==> config.mk <==
export PLATFORM = sky130hd
export DESIGN_NAME = user_kernel
export DESIGN_NICKNAME = d
export VERILOG_FILES = /design/src/design/leaf_pkg.sv /design/src/design/user_kernel.sv
export SDC_FILE = /design/constraint.sdc
export NUM_CORES = 1
export LEC_CHECK = 0
export BUFFER_PORTS_ARGS = -buffer_cell sky130_fd_sc_hd__buf_4
export CORE_MARGIN = 1.5
export CORE_UTILIZATION = 30
export CTS_CLUSTER_SIZE = 16
export DETAILED_ROUTE_END_ITERATION = 6
export PLACE_DENSITY = 0.56
export SYNTH_ARGS = -nofsm -noshare
export SYNTH_HDL_FRONTEND = slang
export SYNTH_SLANG_ARGS = --single-unit
==> constraint.sdc <==
create_clock -name clk_user -period 5.3 [get_ports clk_user]
set_input_delay 1.325 -clock clk_user [delete_from_list [all_inputs] [get_ports clk_user]]
set_output_delay 1.325 -clock clk_user [all_outputs]
set_load 0.1 [all_outputs]
==> src/design/leaf_pkg.sv <==
package leaf_pkg;

    // ****************************************
    // Field widths of the tree packet
    // ****************************************
    localparam int packet_bits = 49;
    localparam int payload_bits = 32;
    localparam int leaf_bits = 5;
    localparam int port_bits = 4;
    localparam int addr_bits = 7;

    // Stream counts on the kernel side
    localparam int num_in_ports = 4;
    localparam int num_out_ports = 6;

    // Every input and output queue has this many entries
    localparam int fifo_depth = 16;

    // ****************************************
    // Types
    // ****************************************
    typedef logic [payload_bits-1:0] word_t;

    // Field order gives valid as the top bit of the 49-bit packet
    typedef struct packed {
        logic                 valid;
        logic [leaf_bits-1:0] dest_leaf;
        logic [port_bits-1:0] dest_port;
        logic [addr_bits-1:0] addr;
        word_t                payload;
    } tree_packet_t;

    // One route table entry, also the low 9 bits of a config payload
    typedef struct packed {
        logic [leaf_bits-1:0] leaf;
        logic [port_bits-1:0] port;
    } route_t;

    // Port 0 is the config port, ports 1 to 4 carry data
    typedef enum logic [1:0] {
        kind_config,
        kind_data,
        kind_none
    } packet_kind_e;

endpackage

==> src/design/user_kernel.sv <==
`timescale 1ns/1ps

module user_kernel (
    input  logic                                clk_user,
    input  logic                                reset,
    input  leaf_pkg::word_t                     dout_leaf_interface2user [leaf_pkg::num_in_ports],
    input  logic [leaf_pkg::num_in_ports-1:0]   vld_interface2user,
    output logic [leaf_pkg::num_in_ports-1:0]   ack_user2interface,
    output leaf_pkg::word_t                     din_leaf_user2interface [leaf_pkg::num_out_ports],
    output logic [leaf_pkg::num_out_ports-1:0]  vld_user2interface,
    input  logic [leaf_pkg::num_out_ports-1:0]  ack_interface2user
);
    import leaf_pkg::*;

    logic active;
    logic [num_out_ports-1:0] slot_free;
    logic [num_in_ports-1:0] take;
    logic [num_out_ports-1:0] load;
    word_t total_1;
    word_t total_2;
    word_t sum_1;
    word_t sum_2;

    // ****************************************
    // Input acceptance
    // ****************************************
    // A slot can take a new word if it is empty or being drained this cycle
    assign slot_free = ~vld_user2interface | ack_interface2user;

    // Inputs 1 and 2 also feed the running totals on outputs 5 and 6
    assign ack_user2interface[0] = active && slot_free[0] && slot_free[4];
    assign ack_user2interface[1] = active && slot_free[1] && slot_free[5];
    assign ack_user2interface[2] = active && slot_free[2];
    assign ack_user2interface[3] = active && slot_free[3];

    assign take = vld_interface2user & ack_user2interface;
    assign load = {take[1], take[0], take};

    assign sum_1 = total_1 + dout_leaf_interface2user[0];
    assign sum_2 = total_2 + dout_leaf_interface2user[1];

    // ****************************************
    // Output slots and totals
    // ****************************************
    always_ff @(posedge clk_user) begin
        if (reset) begin
            active <= 1'b0;
            vld_user2interface <= '0;
            total_1 <= '0;
            total_2 <= '0;
        end else begin
            active <= 1'b1;
            for (int j = 0; j < num_out_ports; j++) begin
                if (load[j]) begin
                    vld_user2interface[j] <= 1'b1;
                end else if (ack_interface2user[j]) begin
                    vld_user2interface[j] <= 1'b0;
                end
            end
            if (take[0]) begin
                total_1 <= sum_1;
            end
            if (take[1]) begin
                total_2 <= sum_2;
            end
        end
    end

    always_ff @(posedge clk_user) begin
        for (int i = 0; i < num_in_ports; i++) begin
            if (take[i]) begin
                din_leaf_user2interface[i] <= dout_leaf_interface2user[i] + 1'b1;
            end
        end
        if (take[0]) begin
            din_leaf_user2interface[4] <= sum_1;
        end
        if (take[1]) begin
            din_leaf_user2interface[5] <= sum_2;
        end
    end

endmodule

==> PnR_summary.wiki, run 1 <==
{| class="wikitable"
! Metric !! Value
|-
| Outcome || complete, no violations
|-
| Fraction of registers with async set/reset || 0%
|-
| RSZ-0062 raised after global routing || no
|-
| Share of post-route cells with drive strength above 1 || 25.2%
|-
| Post-Synthesis Net Count || 1527
|-
| Final count of hold timing violations || 0
|-
| Number of antenna violations at the first check in global routing || 3
|-
| Routed wire length || 39900 um
|-
| CTS buffer count || 30
|-
| Library cell with the largest summed area after synthesis || edfxtp_1
|-
| Number of gates resized after CTS || 0
|-
| H-tree depth reported by CTS || 1
|-
| Maximum fanout encountered on the critical timing path || 6
|-
| Top-count cell post-synth || edfxtp_1
|-
| Dominant synthesized flop cell || edfxtp_1
|-
| CTS tree || done
|-
| Worst stage delay on the critical path || 0.40 ns
|-
| Pre-CTS worst setup slack || 1.13 ns
|-
| Highest ir drop seen on vdd || 0.000216 V
|-
| Number of warnings issued by yosys || 0
|-
| Number of DRC markers after the initial detailed-route iteration || 768
|-
| Max-slew headroom at the worst pin || 23.3%
|-
| Final weighted congestion in routability-driven placement || 0.879
|-
| Type of the worst min-delay path || reg -> reg
|-
| Final Cycle Share || 68.8%
|-
| Worst slew pin tran || 1.15 ns
|-
| Root Driver || clkbuf_16
|-
| Wire length per cell after detailed routing || 17.5 um
|-
| Cell area after technology mapping || 14000 um^2
|-
| Residual DRC || 0
|-
| Global-route wire length before repair || 60900 um
|-
| Post-CTS Hold Buffers || 0
|-
| Sequential fraction of the synthesis area || 51.5%
|-
| Worst-case clock skew || 0.00804 ns
|-
| DR vias || 11300
|-
| Top cells by instance count after synthesis || edfxtp_1, nand2_1, xnor2_1
|-
| Area added between synthesis and finish || 31.2%
|-
| Maximum number of pins on one net before global-route repair || 93
|-
| Max-Cap Viols || 0
|-
| Type of element capturing the critical path || flop
|-
| Layout Utilization || 40.1%
|-
| Synthesized area per cell || 10.6 um^2
|-
| Die footprint || 47800 um^2
|-
| Site Rows || 78
|-
| Starting Density || 30.6%
|-
| Overall track demand over capacity in global routing || 16.1%
|-
| Clock Latency Late Sink || 0.57 ns
|-
| Number of nets at the end of the flow || 1864
|-
| I/O pin count || 342
|-
| Sum of negative setup slack || 0 ns
|-
| Buffer count from post-CTS setup fixing || 0
|-
| Count of fill cells added during filler insertion || 4458
|-
| Final Slew Violations || 0
|-
| Overall die width || 219 um
|-
| Kind of critical path || in -> reg
|-
| Share of the synthesized area in the top cell type || 41.3%
|-
| Maximum buffer depth of the clock tree || 3
|-
| Via count of the first global-routing pass || 10800
|-
| Number of synthesized register bits || 263
|-
| Overall power consumption || 6350 uW
|-
| Final setup violating endpoints || 0
|-
| Post-detailed-route via-to-cell ratio || 4.94
|-
| Startpoint class of the critical path || input pin
|-
| Cells along the critical path || buf_4, ha_1, fa_1, a21o_1, a221oi_2, o31a_1, nor3_2, o211ai_1, a31oi_1, nor4b_1, a311o_1
|-
| CP max stage cell || fa_1
|-
| Ratio of total power to cell area || 347 nW/um^2
|-
| Total clock sinks || 263
|-
| Minimum clock period after layout || 3.64 ns
|-
| Port buffer count || 341
|-
| Count of flip-flops with a built-in enable after synthesis || 192
|-
| Syn Inst Count || 1319
|-
| Number of iterations in the first detailed-routing pass || 7
|-
| Total global routing overflow || 0
|-
| Required time worst endpoint || 5.75 ns
|-
| HPWL after detailed placement || 30100 um
|-
| Clock slew at the register clock pins of the worst setup and hold paths || 0.06 ns
|-
| Pleak || 0.00759 uW
|-
| Peak Freq || 274 MHz
|-
| Number of antenna-violating nets in the routed design || 0
|-
| Synth cell types || 72
|-
| Post-route worst setup slack || 1.66 ns
|-
| Arr. time, crit path || 4.10 ns
|-
| Top area cells in the synthesized netlist || edfxtp_1, dfxtp_1, xnor2_1
|-
| Chip Height || 219 um
|-
| Core ar. || 45700 um^2
|}
-- critical path: cells and delay by family --
family          cells  cell delay (ns)
compound gates      6             1.72
fa+ha+maj           2             0.62
buf+inv             1             0.14
simple gates        2             0.28
-- power breakdown --
group / leakage, uW / switching (uW) / internal, uW / total (uW)
clock network: 0.000558 / 846 / 1530 / 2380
logic: 0.00466 / 1120 / 428 / 1550
registers: 0.00237 / 49.8 / 2370 / 2420
total: 0.00759 / 2020 / 4330 / 6350
-- worst paths after layout --
kind,depth (start not counted),slack (ns),end,startpoint
hold reg to reg,2,0.46,total_1[9],total_1[9]
hold / removal,2,0.46,total_1[9],total_1[9]
setup / recovery,11,1.66,total_1[28],dout_leaf_interface2user[96]
setup reg to reg,10,2.26,total_1[28],total_1[0]
-- per-stage QoR --
step | area, um^2 | instances | hold WS [ns]
final | 18300 | 2281 | 0.459
after global routing | 18300 | 2281 | 0.479
after CTS | 18300 | 2280 | 0.462
after detailed placement | 17200 | 2224 | 0.452
after global placement | 17200 | 2224 | 0.447
after floorplan | 14000 | 1319 | 0.438
-- layer usage --
metal	track usage [%]	routed length, um	part of all wire (%)
met4	4.34	732	1.8
met5	0	13	0.033
met3	3.10	2940	7.4
met2	25.7	18000	45
met1	22.1	18200	46
-- placed cells by master, fill, tap and decap left out, drive strengths merged, types with 14 or more instances in the layout --
| cell | n |
|---|---|
| a21o | 40 |
| nand3 | 73 |
| dfxtp | 71 |
| ha | 66 |
| and3 | 47 |
| nand2 | 187 |
| xor2 | 51 |
| a31oi | 17 |
| buf | 349 |
| clkbuf | 43 |
| and2 | 14 |
| o21ai | 32 |
| xnor2 | 126 |
| nor2 | 64 |
| nor3 | 20 |
| nand4 | 24 |
| edfxtp | 192 |
| inv | 25 |
| a21oi | 103 |
-- layout make-up --
class / instances / area [um^2] / share of cell area (%)
multi-input combinational: 984 / 6490 / 35.4
timing repair buffer: 349 / 2630 / 14.4
clock buffer: 43 / 881 / 4.81
antenna: 1 / 2.50 / 0.0137
clock inverter: 13 / 262 / 1.43
sequential: 263 / 7190 / 39.2
tap: 600 / 751 / 4.10
inverter: 28 / 108 / 0.588
-- registers in the layout, indices dropped and copies added, names as in the netlist --
signal and flops:
active 1, din_leaf_user2interface 192, total_1 32, total_2 32, vld_user2interface 6
-- cells by family (layout without fill, tap and decap cells) --
family	after synthesis	count (layout)	share of synthesized area [%]
and+or+nand+nor	471	471	16.2
DFF	263	263	51.5
AOI/OAI and AO/OA	260	260	12.3
xor gates and xnor gates	178	178	11.3
buffers and inverters	72	433	2.03
adders and majority gates	68	68	6.20
muxes	7	7	0.547
other	0	1	0
Power figures use the tool's default switching activity.
==> inputs of run 2 (changes only) <==
--- a/config.mk
+++ b/config.mk
@@ -10,7 +10,7 @@
 export CORE_UTILIZATION = 30
 export CTS_CLUSTER_SIZE = 16
 export DETAILED_ROUTE_END_ITERATION = 6
-export PLACE_DENSITY = 0.56
+export PLACE_DENSITY = 0.58
 export SYNTH_ARGS = -nofsm -noshare
 export SYNTH_HDL_FRONTEND = slang
 export SYNTH_SLANG_ARGS = --single-unit
==> constraint.sdc (replaced) <==
create_clock -name clk_user -period 3 [get_ports clk_user]
set_input_delay 0.75 -clock clk_user [delete_from_list [all_inputs] [get_ports clk_user]]
set_output_delay 0.75 -clock clk_user [all_outputs]
set_load 0.1 [all_outputs]
==> run 2 against run 1 <==
Non-clock buffer count up 150. Hold slack hardly changed. Sequential share of layout area shrank 2.2 points. Clock power up 62%. Die area is the same. Largest cell class unchanged. Largest power group unchanged. Highest routed layer unchanged.
==> PnR_summary.wiki, run 2 (synthesized netlist as in run 1, its figures left out) <==
{| class="wikitable"
! Metric !! Value
|-
| Outcome || complete, no violations
|-
| Area added between synthesis and finish || 39.0%
|-
| Highest ir drop seen on vdd || 0.000381 V (+77%)
|-
| RSZ-0062 raised after global routing || no
|-
| Relative contribution of combinational cells to total power || 26.8% (+2.4 points)
|-
| H-tree depth reported by CTS || 1 (unchanged)
|-
| Overall track demand over capacity in global routing || 17.2% (+1.1 points)
|-
| Clock Latency Late Sink || 0.57 ns (about the same)
|-
| Peak Freq || 359 MHz
|-
| CP max stage cell || fa_2
|-
| Antenna diode count || 0 (-1)
|-
| Largest delay share family, worst path || compound AO/OA/AOI/OAI gates
|-
| Number of iterations in the first detailed-routing pass || 5 (-2)
|-
| Total net switching power || 3680 uW (+82%)
|-
| Routed wire length || 43000 um (+7.8%)
|-
| Registers with the most flip-flops || din_leaf_user2interface: 192 flops, total_1: 32 flops, total_2: 32 flops
|-
| Maximum fanout encountered on the critical timing path || 3 (-3)
|-
| Hold WS || 0.459 ns (+0.000422 ns)
|-
| Wire length per cell after detailed routing || 17.7 um (+1.2%)
|-
| Clock slew at the register clock pins of the worst setup and hold paths || 0.06 ns (about the same)
|-
| Sequential Power Share || 38.5% (+0.4 points)
|-
| Required time worst endpoint || 3.49 ns (-2.26 ns)
|-
| Minimum clock period after layout || 2.79 ns
|-
| Type of the worst min-delay path || reg -> reg
|-
| Met1 Routed Length || 19100 um (+5.0%)
|-
| Starting Density || 30.6% (unchanged)
|-
| Area post-placement || 18300 um^2 (+6.9%)
|-
| Arr. time, crit path || 3.28 ns (-0.82 ns)
|-
| Worst-case clock skew || 0.0104 ns (+0.00239 ns)
|-
| Final Slew Violations || 0 (unchanged)
|-
| Cells along the critical path || buf_4, ha_1, fa_2, a21o_1, a221oi_4, o31a_1, o2111ai_1, nand2_1, o21bai_1, or2_2, a31oi_1
|-
| Highest routed metal layer || met5
|-
| Total global routing overflow || 0 (unchanged)
|-
| Via count of the first global-routing pass || 11600 (+6.9%)
|-
| Max-slew headroom at the worst pin || 64.5% (+41 points)
|-
| Final design area excluding fillers || 19400 um^2 (+6.0%)
|-
| HPWL after detailed placement || 33300 um (+11%)
|-
| Commonest cells after routing, fill and taps aside || buf_4, edfxtp_1, nand2_1
|-
| Port buffer count || 341 (unchanged)
|-
| Global-route wire length before repair || 64900 um (+6.5%)
|-
| DR vias || 11800 (+5.1%)
|-
| Worst stage delay on the critical path || 0.35 ns (-0.05 ns)
|-
| Root Driver || clkbuf_16
|-
| Chip Height || 219 um (unchanged)
|-
| Count of fill cells added during filler insertion || 4406 (-1.2%)
|-
| Overall power consumption || 11100 uW (+75%)
|-
| Type of element capturing the critical path || flop
|-
| Sum of negative setup slack || 0 ns (unchanged)
|-
| Sw frac || 33.1% (+1.3 points)
|-
| Worst slew pin tran || 0.533 ns (-0.618 ns)
|-
| CTS tree || done
|-
| Routed length on met3 || 2400 um (-18%)
|-
| Met2 Wirelength || 20500 um (+14%)
|-
| Reg with most FFs || din_leaf_user2interface
|-
| Final Cycle Share || 93.0%
|-
| Number of flip-flops in the largest register || 192 (unchanged)
|-
| Share of power burned in the clock network || 34.7% (-2.8 points)
|-
| Final weighted congestion in routability-driven placement || 0.888 (+1.1%)
|-
| Buffer count from post-CTS setup fixing || 0 (unchanged)
|-
| Final setup violating endpoints || 0 (unchanged)
|-
| I/O pin count || 342 (unchanged)
|-
| Number of antenna violations at the first check in global routing || 1 (-2)
|-
| Most common cell after layout, fill and taps aside || buf_4
|-
| Residual DRC || 0 (unchanged)
|-
| Maximum buffer depth of the clock tree || 3 (unchanged)
|-
| Max-Cap Viols || 0 (unchanged)
|-
| Number of DRC markers after the initial detailed-route iteration || 806 (+4.9%)
|-
| Int Pwr || 7440 uW (+72%)
|-
| Kind of critical path || in -> reg
|-
| Non-filler cells, final || 2430 (+6.5%)
|-
| Final count of hold timing violations || 0 (unchanged)
|-
| Number of nets at the end of the flow || 2015 (+8.1%)
|-
| Flop-to-flop setup slack || 0.22 ns (-2.04 ns)
|-
| Total clock sinks || 263 (unchanged)
|-
| Share of post-route cells with drive strength above 1 || 31.8% (+6.6 points)
|-
| Maximum number of pins on one net before global-route repair || 92 (-1.1%)
|-
| Number of cells after detailed placement || 2374 (+6.7%)
|-
| Sum of buffers and inverters on the critical path || 1 (unchanged)
|-
| Pleak || 0.00828 uW (+9.1%)
|-
| Die footprint || 47800 um^2 (unchanged)
|-
| Number of antenna-violating nets in the routed design || 0 (unchanged)
|-
| Site Rows || 78 (unchanged)
|-
| CTS buffer count || 31 (+3.3%)
|-
| Startpoint class of the critical path || input pin
|-
| Post-detailed-route via-to-cell ratio || 4.87 (-1.3%)
|-
| Ratio of total power to cell area || 573 nW/um^2 (+65%)
|-
| Overall die width || 219 um (unchanged)
|-
| Core ar. || 45700 um^2 (unchanged)
|}
## run 2: cell type report
type / instances / area, um^2 / share of cell area [%]
clock buffer: 39 / 846 / 4.36
clock inverter: 17 / 194 / 0.999
timing repair buffer: 499 / 3770 / 19.4
sequential: 263 / 7190 / 37.0
tap: 600 / 751 / 3.87
inverter: 28 / 108 / 0.554
multi-input combinational: 984 / 6550 / 33.8
## run 2: tightest hold or removal path, cell delays in order, from the launching register on
cell	delay (ns)
dfxtp_1	0.31
nand2_1	0.05
a21oi_1	0.05
## run 2: metal layers
layer | up-vias | global-route usage [%]
li1 | 5763 | -
met1 | 5662 | 22.6
met2 | 349 | 29.1
met3 | 61 | 2.62
met4 | 2 | 5.09
met5 | - | 0
## run 2: path summary, 6_finish.rpt
kind / depth (start not counted) / end / from
worst min-delay path: 2 / total_2[9] / total_2[9]
worst min register to register: 2 / total_2[9] / total_2[9]
worst max register to register: 10 / total_1[22] / total_1[0]
worst max-delay path: 11 / total_1[22] / dout_leaf_interface2user[96]
## run 2: power groups by stage
stage	clock (uW)	combinational [uW]	sequential, uW
floorplan	0	953	5400
finish	3860	2980	4280
global route	4120	3160	4300
detailed placement	0	2970	4360
CTS	3980	2980	4280
global placement	0	2950	4350
## run 2: timing repair
action,CTS,global route
endpoints found under the hold margin,0,0
hold buffers,0,0
setup endpoints to repair,0,2
gates resized for setup,0,2
## run 2: stage by stage
stage	utilization [%]	setup WS, ns
2_1_floorplan	-	0.00378
3_3_place_gp	40.2	-0.307
3_5_place_dp	40.2	-0.351
4_1_cts	42.5	0.223
5_1_grt	42.5	0.0246
6_report	42.5	0.211
==> inputs of run 3 (changes only) <==
--- a/config.mk
+++ b/config.mk
@@ -10,7 +10,7 @@
 export CORE_UTILIZATION = 30
 export CTS_CLUSTER_SIZE = 16
 export DETAILED_ROUTE_END_ITERATION = 6
-export PLACE_DENSITY = 0.58
+export PLACE_DENSITY_LB_ADDON = 0.12
 export SYNTH_ARGS = -nofsm -noshare
 export SYNTH_HDL_FRONTEND = slang
 export SYNTH_SLANG_ARGS = --single-unit
==> run 3 against run 2 <==
Sequential cell count unchanged. Sequential power barely moved. Wire length decreased by 1.1%. Combinational power about the same. Register-to-register slack gained 0.02 ns. Count of clock-buffer cells in the layout decreased by 2. First-iteration DRC count decreased by 26%. Sequential share of layout area down 0.067 points. Largest cell class unchanged.
==> PnR_summary.wiki, run 3 (synthesized netlist as in run 1, its figures left out) <==
{| class="wikitable"
! Metric !! Value
|-
| Max-slew headroom at the worst pin || 64.4% (-0.13 points)
|-
| CP max stage cell || a221oi_2
|-
| Minimum clock period after layout || 2.76 ns (-0.0340 ns)
|-
| Ratio of total power to cell area || 563 nW/um^2 (-1.7%)
|-
| Commonest cells after routing, fill and taps aside || buf_4, edfxtp_1, nand2_1
|-
| DR vias || 11700 (-1.1%)
|-
| Crit path to || total_1[31]
|-
| Final setup violating endpoints || 0 (unchanged)
|-
| Global-route wire length before repair || 64600 um (-0.45%)
|-
| Number of gates resized after CTS || 0 (unchanged)
|-
| Total clock sinks || 263 (unchanged)
|-
| Core ar. || 45700 um^2 (unchanged)
|-
| Via count of the first global-routing pass || 11400 (-1.6%)
|-
| Hold path start || total_1[0]
|-
| CTS tree || done
|-
| Relative contribution of combinational cells to total power || 27.4% (+0.6 points)
|-
| Root Driver || clkbuf_16
|-
| Total global routing overflow || 0 (unchanged)
|-
| Type of the worst min-delay path || reg -> reg
|-
| Startpoint class of the critical path || flop
|-
| Worst slew pin tran || 0.532 ns (-0.0000849 ns)
|-
| Worst stage delay on the critical path || 0.33 ns (-0.02 ns)
|-
| I/O pin count || 342 (unchanged)
|-
| Number of antenna violations at the first check in global routing || 1 (unchanged)
|-
| Final count of hold timing violations || 0 (unchanged)
|-
| Chip Height || 219 um (unchanged)
|-
| Total net switching power || 3710 uW (+0.74%)
|-
| Flop-to-flop setup slack || 0.24 ns (+0.02 ns)
|-
| Area added between synthesis and finish || 39.3%
|-
| Maximum fanout encountered on the critical timing path || 3 (unchanged)
|-
| Number of nets at the end of the flow || 2029 (+0.69%)
|-
| Registers with the most flip-flops || din_leaf_user2interface: 192 flops, total_1: 32 flops, total_2: 32 flops
|-
| Outcome || complete, no violations
|-
| RSZ-0062 raised after global routing || no
|-
| Arr. time, crit path || 3.21 ns (-0.07 ns)
|-
| H-tree depth reported by CTS || 1 (unchanged)
|-
| Most common cell after layout, fill and taps aside || buf_4
|-
| Number of flip-flops in the largest register || 192 (unchanged)
|-
| Routed wire length || 42500 um (-1.1%)
|-
| Number of iterations in the first detailed-routing pass || 5 (unchanged)
|-
| Starting Density || 30.6% (unchanged)
|-
| Sequential Power Share || 39.0% (+0.5 points)
|-
| Share of post-route cells with drive strength above 1 || 32.1% (+0.34 points)
|-
| Cells along the critical path || ha_1, a21o_1, a21oi_1, a31oi_1, o211ai_1, nand2_1, a221oi_2, mux2i_1, mux2_1
|-
| Overall power consumption || 10900 uW (-1.5%)
|-
| Reg with most FFs || din_leaf_user2interface
|-
| Die footprint || 47800 um^2 (unchanged)
|-
| Wire length per cell after detailed routing || 17.4 um (-1.8%)
|-
| Clock slew at the register clock pins of the worst setup and hold paths || 0.06 ns (about the same)
|-
| Peak Freq || 363 MHz (+1.2%)
|-
| Highest ir drop seen on vdd || 0.000336 V (-12%)
|-
| Final Cycle Share || 91.8% (-1.1 points)
|-
| Count of fill cells added during filler insertion || 4445 (+0.89%)
|-
| Launching element of the worst setup path || total_1[4]
|-
| Int Pwr || 7240 uW (-2.7%)
|-
| Number of DRC markers after the initial detailed-route iteration || 596 (-26%)
|-
| Maximum buffer depth of the clock tree || 3 (unchanged)
|-
| Layout Utilization || 42.6% (+0.077 points)
|-
| HPWL after detailed placement || 33100 um (-0.38%)
|-
| Hold Path Stages || 2 (unchanged)
|-
| Max-Cap Viols || 0 (unchanged)
|-
| Worst reg-to-reg path cell count || 9 (-1)
|-
| Required time worst endpoint || 3.45 ns (-0.04 ns)
|-
| Kind of critical path || reg -> reg
|-
| Number of antenna-violating nets in the routed design || 0 (unchanged)
|-
| Endpoint of the lowest-slack register-to-register path || total_1[31]
|-
| Post-CTS Hold Buffers || 0 (unchanged)
|-
| Buffer count from post-CTS setup fixing || 0 (unchanged)
|-
| CTS buffer count || 31 (unchanged)
|-
| Clock Latency Late Sink || 0.57 ns (about the same)
|-
| Share of power burned in the clock network || 33.5% (-1.2 points)
|-
| Worst-case clock skew || 0.0152 ns (+0.00480 ns)
|-
| Type of element capturing the critical path || flop
|-
| Overall die width || 219 um (unchanged)
|-
| Sw frac || 33.9% (+0.76 points)
|-
| Port buffer count || 341 (unchanged)
|-
| Post-detailed-route via-to-cell ratio || 4.79 (-1.7%)
|-
| Maximum number of pins on one net before global-route repair || 92 (unchanged)
|-
| Reg2reg start || total_1[4]
|-
| Pleak || 0.00831 uW (+0.37%)
|-
| Final Slew Violations || 0 (unchanged)
|-
| Final weighted congestion in routability-driven placement || 0.892 (+0.48%)
|-
| Residual DRC || 0 (unchanged)
|-
| Overall track demand over capacity in global routing || 17.2% (+0.018 points)
|-
| Site Rows || 78 (unchanged)
|}
[run 3: cell types whose count changed in the layout (fill, tap and decap cells not counted), sizes merged]
| cell | delta |
|---|---|
| buf | +14 |
| bufinv | -2 |
| clkbuf | -2 |
| clkinv | +4 |
| clkinvlp | +1 |
| diode | +1 |
[run 3: layout make-up]
class	count	area, um^2	share of cell area, %
repair buffers	513	3890	20.0
diodes	1	2.50	0.0129
flip-flops and latches	263	7190	37.0
clock inverters	20	154	0.792
well taps	600	751	3.86
multi-input cells	984	6530	33.6
inverters	28	108	0.553
clock buffers	37	818	4.21
[run 3: layer usage]
| layer | up-vias | track usage (%) | wire [um] |
|---|---|---|---|
| li1 | 5798 | - | - |
| met2 | 321 | 29.4 | 20500 |
| met3 | 45 | 2.52 | 2410 |
| met4 | 0 | 4.79 | 890 |
| met5 | - | 0 | 0 |
| met1 | 5543 | 22.6 | 18700 |
[run 3: how the worst min path moves through the flow]
stage | endpoint | slack, ns
6_report | total_1[0] | 0.46
3_5_place_dp | total_1[30] | 0.45
3_3_place_gp | total_2[3] | 0.45
4_1_cts | din_leaf_user2interface[64] | 0.44
5_1_grt | din_leaf_user2interface[64] | 0.45
2_1_floorplan | total_1[30] | 0.44
[run 3: power by group through the flow]
stage          Combinational [uW]  Sequential (uW)  Clock (uW)
2_1_floorplan                 953             5400           0
3_3_place_gp                 3000             4350           0
3_5_place_dp                 3010             4350           0
4_1_cts                      3030             4280        3780
5_1_grt                      3200             4300        3910
6_report                     3010             4270        3670
[run 3: metrics by stage]
step                std cells  hold WS, ns  setup slack (ns)  setup TNS (ns)  instance area [um^2]
floorplan                1319        0.438           0.00378               0                 14000
global placement         2388        0.447            -0.304           -8.18                 18500
detailed placement       2388        0.453            -0.317           -9.12                 18500
CTS                      2445        0.436             0.255               0                 19400
global route             2446        0.453            0.0253               0                 19400
finish                   2446        0.458             0.245               0                 19400
[run 3: worst max-delay path, delay by kind of cell, from the launching register on]
kind	cells	cell delay, ns
AND/OR/NAND/NOR	1	0.16
multiplexers	2	0.56
adder cells (fa/ha/maj)	1	0.30
flip-flops	1	0.31
AO/OA/AOI/OAI	5	1.31
